**config.mk**
```make
export PLATFORM = sky130hd
export DESIGN_NAME = cnn_quad_bram_ctrl
export DESIGN_NICKNAME = d
export VERILOG_FILES = /design/src/cnn_accel_pkg.sv /design/src/row_fill_seq.sv /design/src/ce_strobe_chain.sv /design/src/window_seq.sv /design/src/job_ctrl.sv /design/src/cnn_quad_bram_ctrl.sv
export SDC_FILE = /design/constraint.sdc
export NUM_CORES = 1
export LEC_CHECK = 0
export ABC_CLOCK_PERIOD_IN_PS = 5300
export BUFFER_PORTS_ARGS = -buffer_cell sky130_fd_sc_hd__clkbuf_2
export CORE_MARGIN = 5
export CORE_UTILIZATION = 35
export DETAILED_ROUTE_END_ITERATION = 7
export SYNTH_ARGS = -nofsm -noshare
export SYNTH_HDL_FRONTEND = slang
export SYNTH_SLANG_ARGS = --single-unit
```
**constraint.sdc**
```tcl
create_clock -name clk -period 5.3 [get_ports clk]
set_input_delay 1.06 -clock clk [delete_from_list [all_inputs] [get_ports clk]]
set_output_delay 1.06 -clock clk [all_outputs]
set_load 0.05 [all_outputs]
```
**src/cnn_accel_pkg.sv**
```systemverilog
package cnn_accel_pkg;

    //////////////////////
    // Sizes
    //////////////////////
    localparam int ROW_ADDR_W      = 10;
    localparam int NUM_AWE         = 4;
    localparam int NUM_CE_PER_AWE  = 2;
    localparam int NUM_CE          = NUM_AWE * NUM_CE_PER_AWE;
    localparam int SEQ_ADDR_W      = 12;
    localparam int KERNEL_W        = 4;

    // 3x3 window, one sequence read per tap
    localparam int WINDOW_CYCLES   = 9;
    localparam int CYC_W           = 4;

    //////////////////////
    // Latencies
    //////////////////////
    localparam int PRIME_ROWS      = 3;
    localparam int SEQ_RD_LATENCY  = 3;

    //////////////////////
    // Job FSM encodings
    //////////////////////
    localparam int STATE_W = 6;

    localparam logic [STATE_W-1:0] ST_IDLE          = 6'b000001;
    localparam logic [STATE_W-1:0] ST_PRIME         = 6'b000010;
    localparam logic [STATE_W-1:0] ST_WAIT_LOAD     = 6'b000100;
    localparam logic [STATE_W-1:0] ST_ACTIVE        = 6'b001000;
    localparam logic [STATE_W-1:0] ST_WAIT_DONE     = 6'b010000;
    localparam logic [STATE_W-1:0] ST_SEND_COMPLETE = 6'b100000;

endpackage

```
**src/row_fill_seq.sv**
```systemverilog
`timescale 1ns/1ps

module row_fill_seq (
    input  logic                                 clk,
    input  logic                                 rst,
    input  logic                                 row_load,
    input  logic                                 job_clear,
    input  logic [cnn_accel_pkg::ROW_ADDR_W-1:0] num_expd_input_cols,
    output logic                                 pfb_rden,
    output logic [cnn_accel_pkg::ROW_ADDR_W-1:0] input_row,
    output logic [cnn_accel_pkg::ROW_ADDR_W-1:0] input_col,
    output logic                                 row_drained
);

    import cnn_accel_pkg::*;

    // One extra bit, a row holds C+1 words
    logic [ROW_ADDR_W:0] words_left;
    logic                last_word;

    assign pfb_rden  = (words_left != '0);
    assign last_word = (words_left == (ROW_ADDR_W + 1)'(1));

    //////////////////////
    // Buffer drain
    //////////////////////
    always_ff @(posedge clk) begin
        if (rst) begin
            words_left <= '0;
        end else if (row_load) begin
            words_left <= {1'b0, num_expd_input_cols} + 1'b1;
        end else if (pfb_rden) begin
            words_left <= words_left - 1'b1;
        end
    end

    // Pulse once the final word has gone out
    always_ff @(posedge clk) begin
        if (rst) begin
            row_drained <= 1'b0;
        end else begin
            row_drained <= pfb_rden && last_word;
        end
    end

    //////////////////////
    // Input position
    //////////////////////
    always_ff @(posedge clk) begin
        if (rst) begin
            input_row <= '0;
            input_col <= '0;
        end else if (job_clear) begin
            input_row <= '0;
            input_col <= '0;
        end else if (pfb_rden) begin
            if (last_word) begin
                input_col <= '0;
                input_row <= input_row + 1'b1;
            end else begin
                input_col <= input_col + 1'b1;
            end
        end
    end

endmodule

```
**src/ce_strobe_chain.sv**
```systemverilog
`timescale 1ns/1ps

module ce_strobe_chain (
    input  logic                             clk,
    input  logic                             rst,
    input  logic                             seq_rden,
    input  logic                             window_end,
    output logic [cnn_accel_pkg::NUM_CE-1:0] ce_execute,
    output logic [cnn_accel_pkg::NUM_CE-1:0] next_kernel
);

    import cnn_accel_pkg::*;

    // Low bits cover the BRAM latency, the rest is one tap per CE
    logic [SEQ_RD_LATENCY+NUM_CE-2:0] exec_sr;
    logic [SEQ_RD_LATENCY+NUM_CE-2:0] kern_sr;

    always_ff @(posedge clk) begin
        if (rst) begin
            exec_sr <= '0;
            kern_sr <= '0;
        end else begin
            exec_sr <= {exec_sr[SEQ_RD_LATENCY+NUM_CE-3:0], seq_rden};
            kern_sr <= {kern_sr[SEQ_RD_LATENCY+NUM_CE-3:0], window_end};
        end
    end

    // CE 0 sees data SEQ_RD_LATENCY cycles after the read
    assign ce_execute  = exec_sr[SEQ_RD_LATENCY+NUM_CE-2 -: NUM_CE];
    assign next_kernel = kern_sr[SEQ_RD_LATENCY+NUM_CE-2 -: NUM_CE];

endmodule

```
**src/window_seq.sv**
```systemverilog
`timescale 1ns/1ps

module window_seq (
    input  logic                                 clk,
    input  logic                                 rst,
    input  logic                                 pass_start,
    input  logic [cnn_accel_pkg::SEQ_ADDR_W-1:0] pix_seq_data_full_count,
    input  logic [cnn_accel_pkg::KERNEL_W-1:0]   num_kernels,
    output logic                                 pix_seq_bram_rden,
    output logic [cnn_accel_pkg::SEQ_ADDR_W-1:0] pix_seq_bram_rdaddr,
    output logic [cnn_accel_pkg::CYC_W-1:0]      cycle_counter,
    output logic                                 ctrl_last_kernel,
    output logic [cnn_accel_pkg::NUM_CE-1:0]     ce_execute,
    output logic [cnn_accel_pkg::NUM_CE-1:0]     next_kernel,
    output logic                                 pass_done
);

    import cnn_accel_pkg::*;

    logic [SEQ_ADDR_W-1:0] reads_left;
    logic [KERNEL_W-1:0]   kernel_group;
    logic                  window_end;

    assign pix_seq_bram_rden = (reads_left != '0);
    assign window_end        = pix_seq_bram_rden &&
                               (cycle_counter == CYC_W'(WINDOW_CYCLES - 1));
    assign ctrl_last_kernel  = (kernel_group == num_kernels);

    //////////////////////
    // Sequence reads
    //////////////////////
    always_ff @(posedge clk) begin
        if (rst) begin
            reads_left          <= '0;
            pix_seq_bram_rdaddr <= '0;
        end else if (pass_start) begin
            reads_left          <= pix_seq_data_full_count;
            pix_seq_bram_rdaddr <= '0;
        end else if (pix_seq_bram_rden) begin
            reads_left          <= reads_left - 1'b1;
            pix_seq_bram_rdaddr <= pix_seq_bram_rdaddr + 1'b1;
        end
    end

    // Tap position inside the current window
    always_ff @(posedge clk) begin
        if (rst || pass_start) begin
            cycle_counter <= '0;
        end else if (window_end) begin
            cycle_counter <= '0;
        end else if (pix_seq_bram_rden) begin
            cycle_counter <= cycle_counter + 1'b1;
        end
    end

    // Kernel group runs on across passes
    always_ff @(posedge clk) begin
        if (rst) begin
            kernel_group <= '0;
        end else if (window_end) begin
            if (kernel_group == num_kernels) begin
                kernel_group <= '0;
            end else begin
                kernel_group <= kernel_group + 1'b1;
            end
        end
    end

    ce_strobe_chain u_ce_strobe_chain (
        .clk         (clk),
        .rst         (rst),
        .seq_rden    (pix_seq_bram_rden),
        .window_end  (window_end),
        .ce_execute  (ce_execute),
        .next_kernel (next_kernel)
    );

    // Tail of the execute run leaving the last CE
    always_ff @(posedge clk) begin
        if (rst) begin
            pass_done <= 1'b0;
        end else begin
            pass_done <= ce_execute[NUM_CE-1] && !ce_execute[NUM_CE-2];
        end
    end

endmodule

```
**src/job_ctrl.sv**
```systemverilog
`timescale 1ns/1ps

module job_ctrl (
    input  logic                                 clk,
    input  logic                                 rst,
    input  logic                                 job_start,
    output logic                                 job_accept,
    output logic                                 job_fetch_request,
    input  logic                                 job_fetch_ack,
    input  logic                                 job_fetch_complete,
    output logic                                 job_complete,
    input  logic                                 job_complete_ack,
    input  logic                                 pipeline_flushed,
    input  logic [cnn_accel_pkg::ROW_ADDR_W-1:0] input_row,
    input  logic [cnn_accel_pkg::ROW_ADDR_W-1:0] num_expd_input_rows,
    input  logic                                 row_drained,
    input  logic                                 pass_done,
    output logic                                 row_load,
    output logic                                 job_clear,
    output logic                                 pass_start,
    output logic [cnn_accel_pkg::STATE_W-1:0]    state,
    output logic [1:0]                           gray_code
);

    import cnn_accel_pkg::*;

    logic       fetch_acked;
    logic       row_busy;
    logic       loading;
    logic [1:0] pass_cnt;

    // Both states bring one row into the prefetch buffer
    assign loading   = (state == ST_PRIME) || (state == ST_WAIT_LOAD);
    assign gray_code = {pass_cnt[1], pass_cnt[1] ^ pass_cnt[0]};

    always_ff @(posedge clk) begin
        if (rst) begin
            state             <= ST_IDLE;
            job_accept        <= 1'b0;
            job_fetch_request <= 1'b0;
            job_complete      <= 1'b0;
            fetch_acked       <= 1'b0;
            row_busy          <= 1'b0;
            row_load          <= 1'b0;
            job_clear         <= 1'b0;
            pass_start        <= 1'b0;
            pass_cnt          <= '0;
        end else begin
            job_accept <= 1'b0;
            row_load   <= 1'b0;
            job_clear  <= 1'b0;
            pass_start <= 1'b0;

            //////////////////////
            // Fetch then drain
            //////////////////////
            if (loading && !row_busy) begin
                if (!fetch_acked) begin
                    if (job_fetch_request && job_fetch_ack) begin
                        job_fetch_request <= 1'b0;
                        fetch_acked       <= 1'b1;
                    end else begin
                        job_fetch_request <= 1'b1;
                    end
                end else if (job_fetch_complete) begin
                    // Row is in the buffer now
                    fetch_acked <= 1'b0;
                    row_load    <= 1'b1;
                    row_busy    <= 1'b1;
                end
            end

            //////////////////////
            // Job FSM
            //////////////////////
            case (state)
                ST_IDLE: begin
                    if (job_start) begin
                        job_accept <= 1'b1;
                        state      <= ST_PRIME;
                    end
                end
                ST_PRIME: begin
                    if (row_busy && row_drained) begin
                        row_busy <= 1'b0;
                        if (input_row == ROW_ADDR_W'(PRIME_ROWS)) begin
                            pass_start <= 1'b1;
                            state      <= ST_ACTIVE;
                        end
                    end
                end
                ST_WAIT_LOAD: begin
                    if (row_busy && row_drained) begin
                        row_busy   <= 1'b0;
                        pass_cnt   <= pass_cnt + 1'b1;
                        pass_start <= 1'b1;
                        state      <= ST_ACTIVE;
                    end
                end
                ST_ACTIVE: begin
                    if (pass_done) begin
                        // More input rows left to bring in
                        if (input_row <= num_expd_input_rows) begin
                            state <= ST_WAIT_LOAD;
                        end else begin
                            state <= ST_WAIT_DONE;
                        end
                    end
                end
                ST_WAIT_DONE: begin
                    if (pipeline_flushed) begin
                        job_complete <= 1'b1;
                        state        <= ST_SEND_COMPLETE;
                    end
                end
                ST_SEND_COMPLETE: begin
                    if (job_complete_ack) begin
                        job_complete <= 1'b0;
                        job_clear    <= 1'b1;
                        pass_cnt     <= '0;
                        state        <= ST_IDLE;
                    end
                end
                default: begin
                    state <= ST_IDLE;
                end
            endcase
        end
    end

endmodule

```
**src/cnn_quad_bram_ctrl.sv**
```systemverilog
`timescale 1ns/1ps

module cnn_quad_bram_ctrl (
    input  logic                                 clk,
    input  logic                                 rst,
    input  logic [cnn_accel_pkg::ROW_ADDR_W-1:0] num_expd_input_cols,
    input  logic [cnn_accel_pkg::ROW_ADDR_W-1:0] num_expd_input_rows,
    input  logic [cnn_accel_pkg::KERNEL_W-1:0]   num_kernels,
    input  logic [cnn_accel_pkg::SEQ_ADDR_W-1:0] pix_seq_data_full_count,
    input  logic                                 job_start,
    output logic                                 job_accept,
    output logic                                 job_fetch_request,
    input  logic                                 job_fetch_ack,
    input  logic                                 job_fetch_complete,
    output logic                                 job_complete,
    input  logic                                 job_complete_ack,
    input  logic                                 pipeline_flushed,
    output logic [cnn_accel_pkg::STATE_W-1:0]    state,
    output logic [cnn_accel_pkg::ROW_ADDR_W-1:0] input_row,
    output logic [cnn_accel_pkg::ROW_ADDR_W-1:0] input_col,
    output logic [1:0]                           gray_code,
    output logic                                 pfb_rden,
    output logic                                 pix_seq_bram_rden,
    output logic [cnn_accel_pkg::SEQ_ADDR_W-1:0] pix_seq_bram_rdaddr,
    output logic [cnn_accel_pkg::CYC_W-1:0]      cycle_counter,
    output logic                                 ctrl_last_kernel,
    output logic [cnn_accel_pkg::NUM_CE-1:0]     ce_execute,
    output logic [cnn_accel_pkg::NUM_CE-1:0]     next_kernel
);

    import cnn_accel_pkg::*;

    // Row side
    logic row_load;
    logic job_clear;
    logic row_drained;

    // Window side
    logic pass_start;
    logic pass_done;

    row_fill_seq u_row_fill_seq (
        .clk                 (clk),
        .rst                 (rst),
        .row_load            (row_load),
        .job_clear           (job_clear),
        .num_expd_input_cols (num_expd_input_cols),
        .pfb_rden            (pfb_rden),
        .input_row           (input_row),
        .input_col           (input_col),
        .row_drained         (row_drained)
    );

    window_seq u_window_seq (
        .clk                     (clk),
        .rst                     (rst),
        .pass_start              (pass_start),
        .pix_seq_data_full_count (pix_seq_data_full_count),
        .num_kernels             (num_kernels),
        .pix_seq_bram_rden       (pix_seq_bram_rden),
        .pix_seq_bram_rdaddr     (pix_seq_bram_rdaddr),
        .cycle_counter           (cycle_counter),
        .ctrl_last_kernel        (ctrl_last_kernel),
        .ce_execute              (ce_execute),
        .next_kernel             (next_kernel),
        .pass_done               (pass_done)
    );

    job_ctrl u_job_ctrl (
        .clk                 (clk),
        .rst                 (rst),
        .job_start           (job_start),
        .job_accept          (job_accept),
        .job_fetch_request   (job_fetch_request),
        .job_fetch_ack       (job_fetch_ack),
        .job_fetch_complete  (job_fetch_complete),
        .job_complete        (job_complete),
        .job_complete_ack    (job_complete_ack),
        .pipeline_flushed    (pipeline_flushed),
        .input_row           (input_row),
        .num_expd_input_rows (num_expd_input_rows),
        .row_drained         (row_drained),
        .pass_done           (pass_done),
        .row_load            (row_load),
        .job_clear           (job_clear),
        .pass_start          (pass_start),
        .state               (state),
        .gray_code           (gray_code)
    );

endmodule

```
==> run_results.csv <==
group,metric,value,unit
worst_hold_path,hp-class,"register to register",
power,power_density,460.9,nW/µm²
sta,setup_tns,0,ps
run_status,status,"complete, no violations",
sta,slew_headroom,34.75,%
sta,hold_viol_final,0,
detailed_routing,avgRoutedWirePerCell,13.46,µm
floorplan,coreArea,13880,µm²
run,drv_cap,0,
floorplan,chipHeight,129.2,µm
setup_path,crit_type,"register to output port",
detailed_routing,ant_nets,0,
yosys,syn_inst,585,
detailed_routing,first_pass_iters,4,
sta,final_max_slew_viol_count,0,
setup_path,cp_num_buf_inv,1,
yosys,synth_warnings,0,
sta,final.setup.worst_slack,1834,ps
clock_network,clockRootBuffer,"clkbuf_16",
finish,layout-drive-gt1-share,19.79,%
detailed_routing,post-route-drc-count,0,
detailed_routing,routed.top_layer,"met4",
clock_network,clk_latency,350,ps
finish,fillers,1389,
yosys,synth_seq_cells,101,
yosys,synth_edf_count,0,
detailed_routing,drt-met1-wl,4.961,mm
global_route,grt_pass1_wl,19.64,mm
setup_path,crit_arrival,2410,ps
detailed_routing,via_per_inst,4.910,
floorplan,dieArea,16690,µm²
clock_network,clock_sinks,101,
sta,tightest_slew,969.9,ps
finish,syn2layout_area_growth,18.45,%
yosys,syn_area,4971,µm²
finish,layout.nets,732,
yosys,yosysSeqAreaShare,40.67,%
yosys,synthFlopType,"dfxtp_1",
placement,dpl_worst_slack,1921,ps
floorplan,ios,109,
placement,globalplace.congestion,0.8344,
placement,dp_hpwl,8.610,mm
sta,rsz0062_at_grt,"false",
global_route,grt_overflow,0,
sta,period_minus_slack,3466,ps
global_route,grt_pass1_vias,4250,
clock_network,cts_htree_levels,3,
global_route,grtUsageTotal,14.36,%
finish,n_antenna_cell,0,
power,peakVddDrop,0.2438,mV
setup_path,crit_fanout,16,
yosys,syn_nets,650,
global_route,grt_max_degree,34,
clock_network,postCtsHoldBufs,0,
setup_path,path_delay_family,"simple AND/OR/NAND/NOR gates",
setup_path,cpPeakStageDelay,770,ps
yosys,postSynth.asyncResetShare,0,%
global_route,antenna_found_initial,0,
detailed_routing,wl_met2,5.695,mm
floorplan,initial_core_util,35.81,%
clock_network,ctsResizeCount,0,
clock_network,cts_buffers,9,
detailed_routing,drt_iter0_markers,157,
placement,place_inst,836,
setup_path,crit_slowest_cell,"or4_1",
detailed_routing,routed_wl,11.46,mm
clock_network,cts_tree,"built",
sta,fin_crit_sh,65.40,%
floorplan,rows,43,
setup_path,cp-start-kind,"register",
setup_path,path_cells,"or4_4, or4_1, clkbuf_2",
detailed_routing,vias,4183,
clock_network,post_cts_buffers,0,
sta,fmax,288.5,MHz
sta,final.setup_skew,7.725,ps
sta,finalSetupViolCount,0,
setup_path,critical_path.endpoint_type,"output port",
setup_path,crit_required,4240,ps
yosys,syn_area_per_cell,8.497,µm²
detailed_routing,wl_met3,599,µm
finish,stdcell_count,852,
placement,port_buffers,108,
clock_network,cts_buffer_depth,2,
clock_network,cts.reportedPaths.clkPinSlew,70,ps
power,p_leak,2.513,nW
yosys,yosysUniqueCellTypes,53,
floorplan,die_w,129.2,µm
stage by stage:
stage	power [mW]	area, µm²	hold WS (ps)	utilization [%]
2_1_floorplan	1.764	4971	412.4	-
6_report	2.714	5888	435.3	42.42
5_1_grt	2.903	5888	458.0	42.42
3_3_place_gp	1.928	5535	425.5	39.88
4_1_cts	2.745	5888	438.2	42.42
3_5_place_dp	1.950	5535	420.4	39.88
synthesized netlist by cell type, drive strengths merged, types with 3 or more instances:
cell,n,area share [%]
a221oi,4,0.70
o22ai,6,0.76
ha,22,5.5
nand2,50,3.8
clkbuf,19,1.4
and3,7,0.88
a21oi,28,2.8
xnor2,20,3.5
nor3,16,1.6
nor2,72,5.4
or2,5,0.63
xor2,37,6.5
buf,19,2.8
nor2b,33,4.2
nand4,19,2.4
a211oi,4,0.60
dfxtp,101,41
or3,12,1.5
nor3b,4,0.60
inv,25,1.9
nor4,11,1.7
or4,5,0.91
mux2i,3,0.60
nand4b,4,0.70
nand3,16,1.7
o21ai,17,1.7
worst paths after layout:
check                                                          startpoint                                         to  slack (ps)  cells past startpoint
worst max-delay path                         u_row_fill_seq.words_left[2]                                   pfb_rden        1830                      3
worst min-delay path            u_window_seq.u_ce_strobe_chain.exec_sr[0]  u_window_seq.u_ce_strobe_chain.exec_sr[1]         440                      1
worst max register to register                 u_window_seq.reads_left[2]                 u_window_seq.reads_left[5]        2520                      6
worst min register to register  u_window_seq.u_ce_strobe_chain.exec_sr[0]  u_window_seq.u_ce_strobe_chain.exec_sr[1]         440                      1
placed cells by master, fill, tap and decap left out, types with 6 or more instances in the layout:
cell	n
a21oi_1	28
and3_1	7
clkbuf_16	9
clkbuf_2	108
dfxtp_1	101
ha_1	22
inv_1	25
nand2_1	50
nand3_1	15
nand4_1	19
nor2_1	72
nor2b_1	33
nor3_1	16
nor4_1	10
o21ai_0	9
o21ai_1	8
o22ai_1	6
or3_1	12
xnor2_1	20
xor2_1	37
registers in the layout, summed over array words and instances (netlist names), 2 cells and up:
signal	flops
u_window_seq.kernel_group	4
u_job_ctrl.pass_cnt	2
u_window_seq.reads_left	12
u_window_seq.cycle_counter	4
u_job_ctrl.state	6
u_row_fill_seq.words_left	11
u_row_fill_seq.input_row	10
u_row_fill_seq.input_col	10
u_window_seq.u_ce_strobe_chain.kern_sr	10
u_window_seq.u_ce_strobe_chain.exec_sr	10
u_window_seq.pix_seq_bram_rdaddr	12
power breakdown:
part           switching, mW  leakage (nW)  internal, mW
clock network          0.307         0.173         0.469
logic                  0.577          1.52         0.371
registers              0.121         0.821         0.870
total                   1.00          2.51          1.71
kinds of logic (layout without fill, tap and decap cells):
logic type      after synthesis  after routing  synth area share, %
compound gates               71             71                8.659
fa+ha+maj                    22             22                5.537
buf+inv                      63            150                6.091
flops                       101            101                40.67
mux                           4              4               0.8306
xor+xnor                     57             57                10.04
simple gates                267            267                28.17
cell type report:
class | instances | area [µm²] | share of cell area, %
inverter | 25 | 93.84 | 1.594
multi-input combinational | 421 | 2646 | 44.94
sequential | 101 | 2022 | 34.34
clock buffer | 9 | 225.2 | 3.825
timing repair buffer | 109 | 548.0 | 9.307
tap | 180 | 225.2 | 3.825
clock inverter | 7 | 127.6 | 2.167
routing by layer:
layer | vias up | global-route usage (%)
met5 | - | 0
met4 | 0 | 5.435
met3 | 16 | 3.998
met2 | 93 | 24.73
met1 | 1921 | 17.03
li1 | 2153 | -
Note: power is estimated with default switching activity, not from simulation.
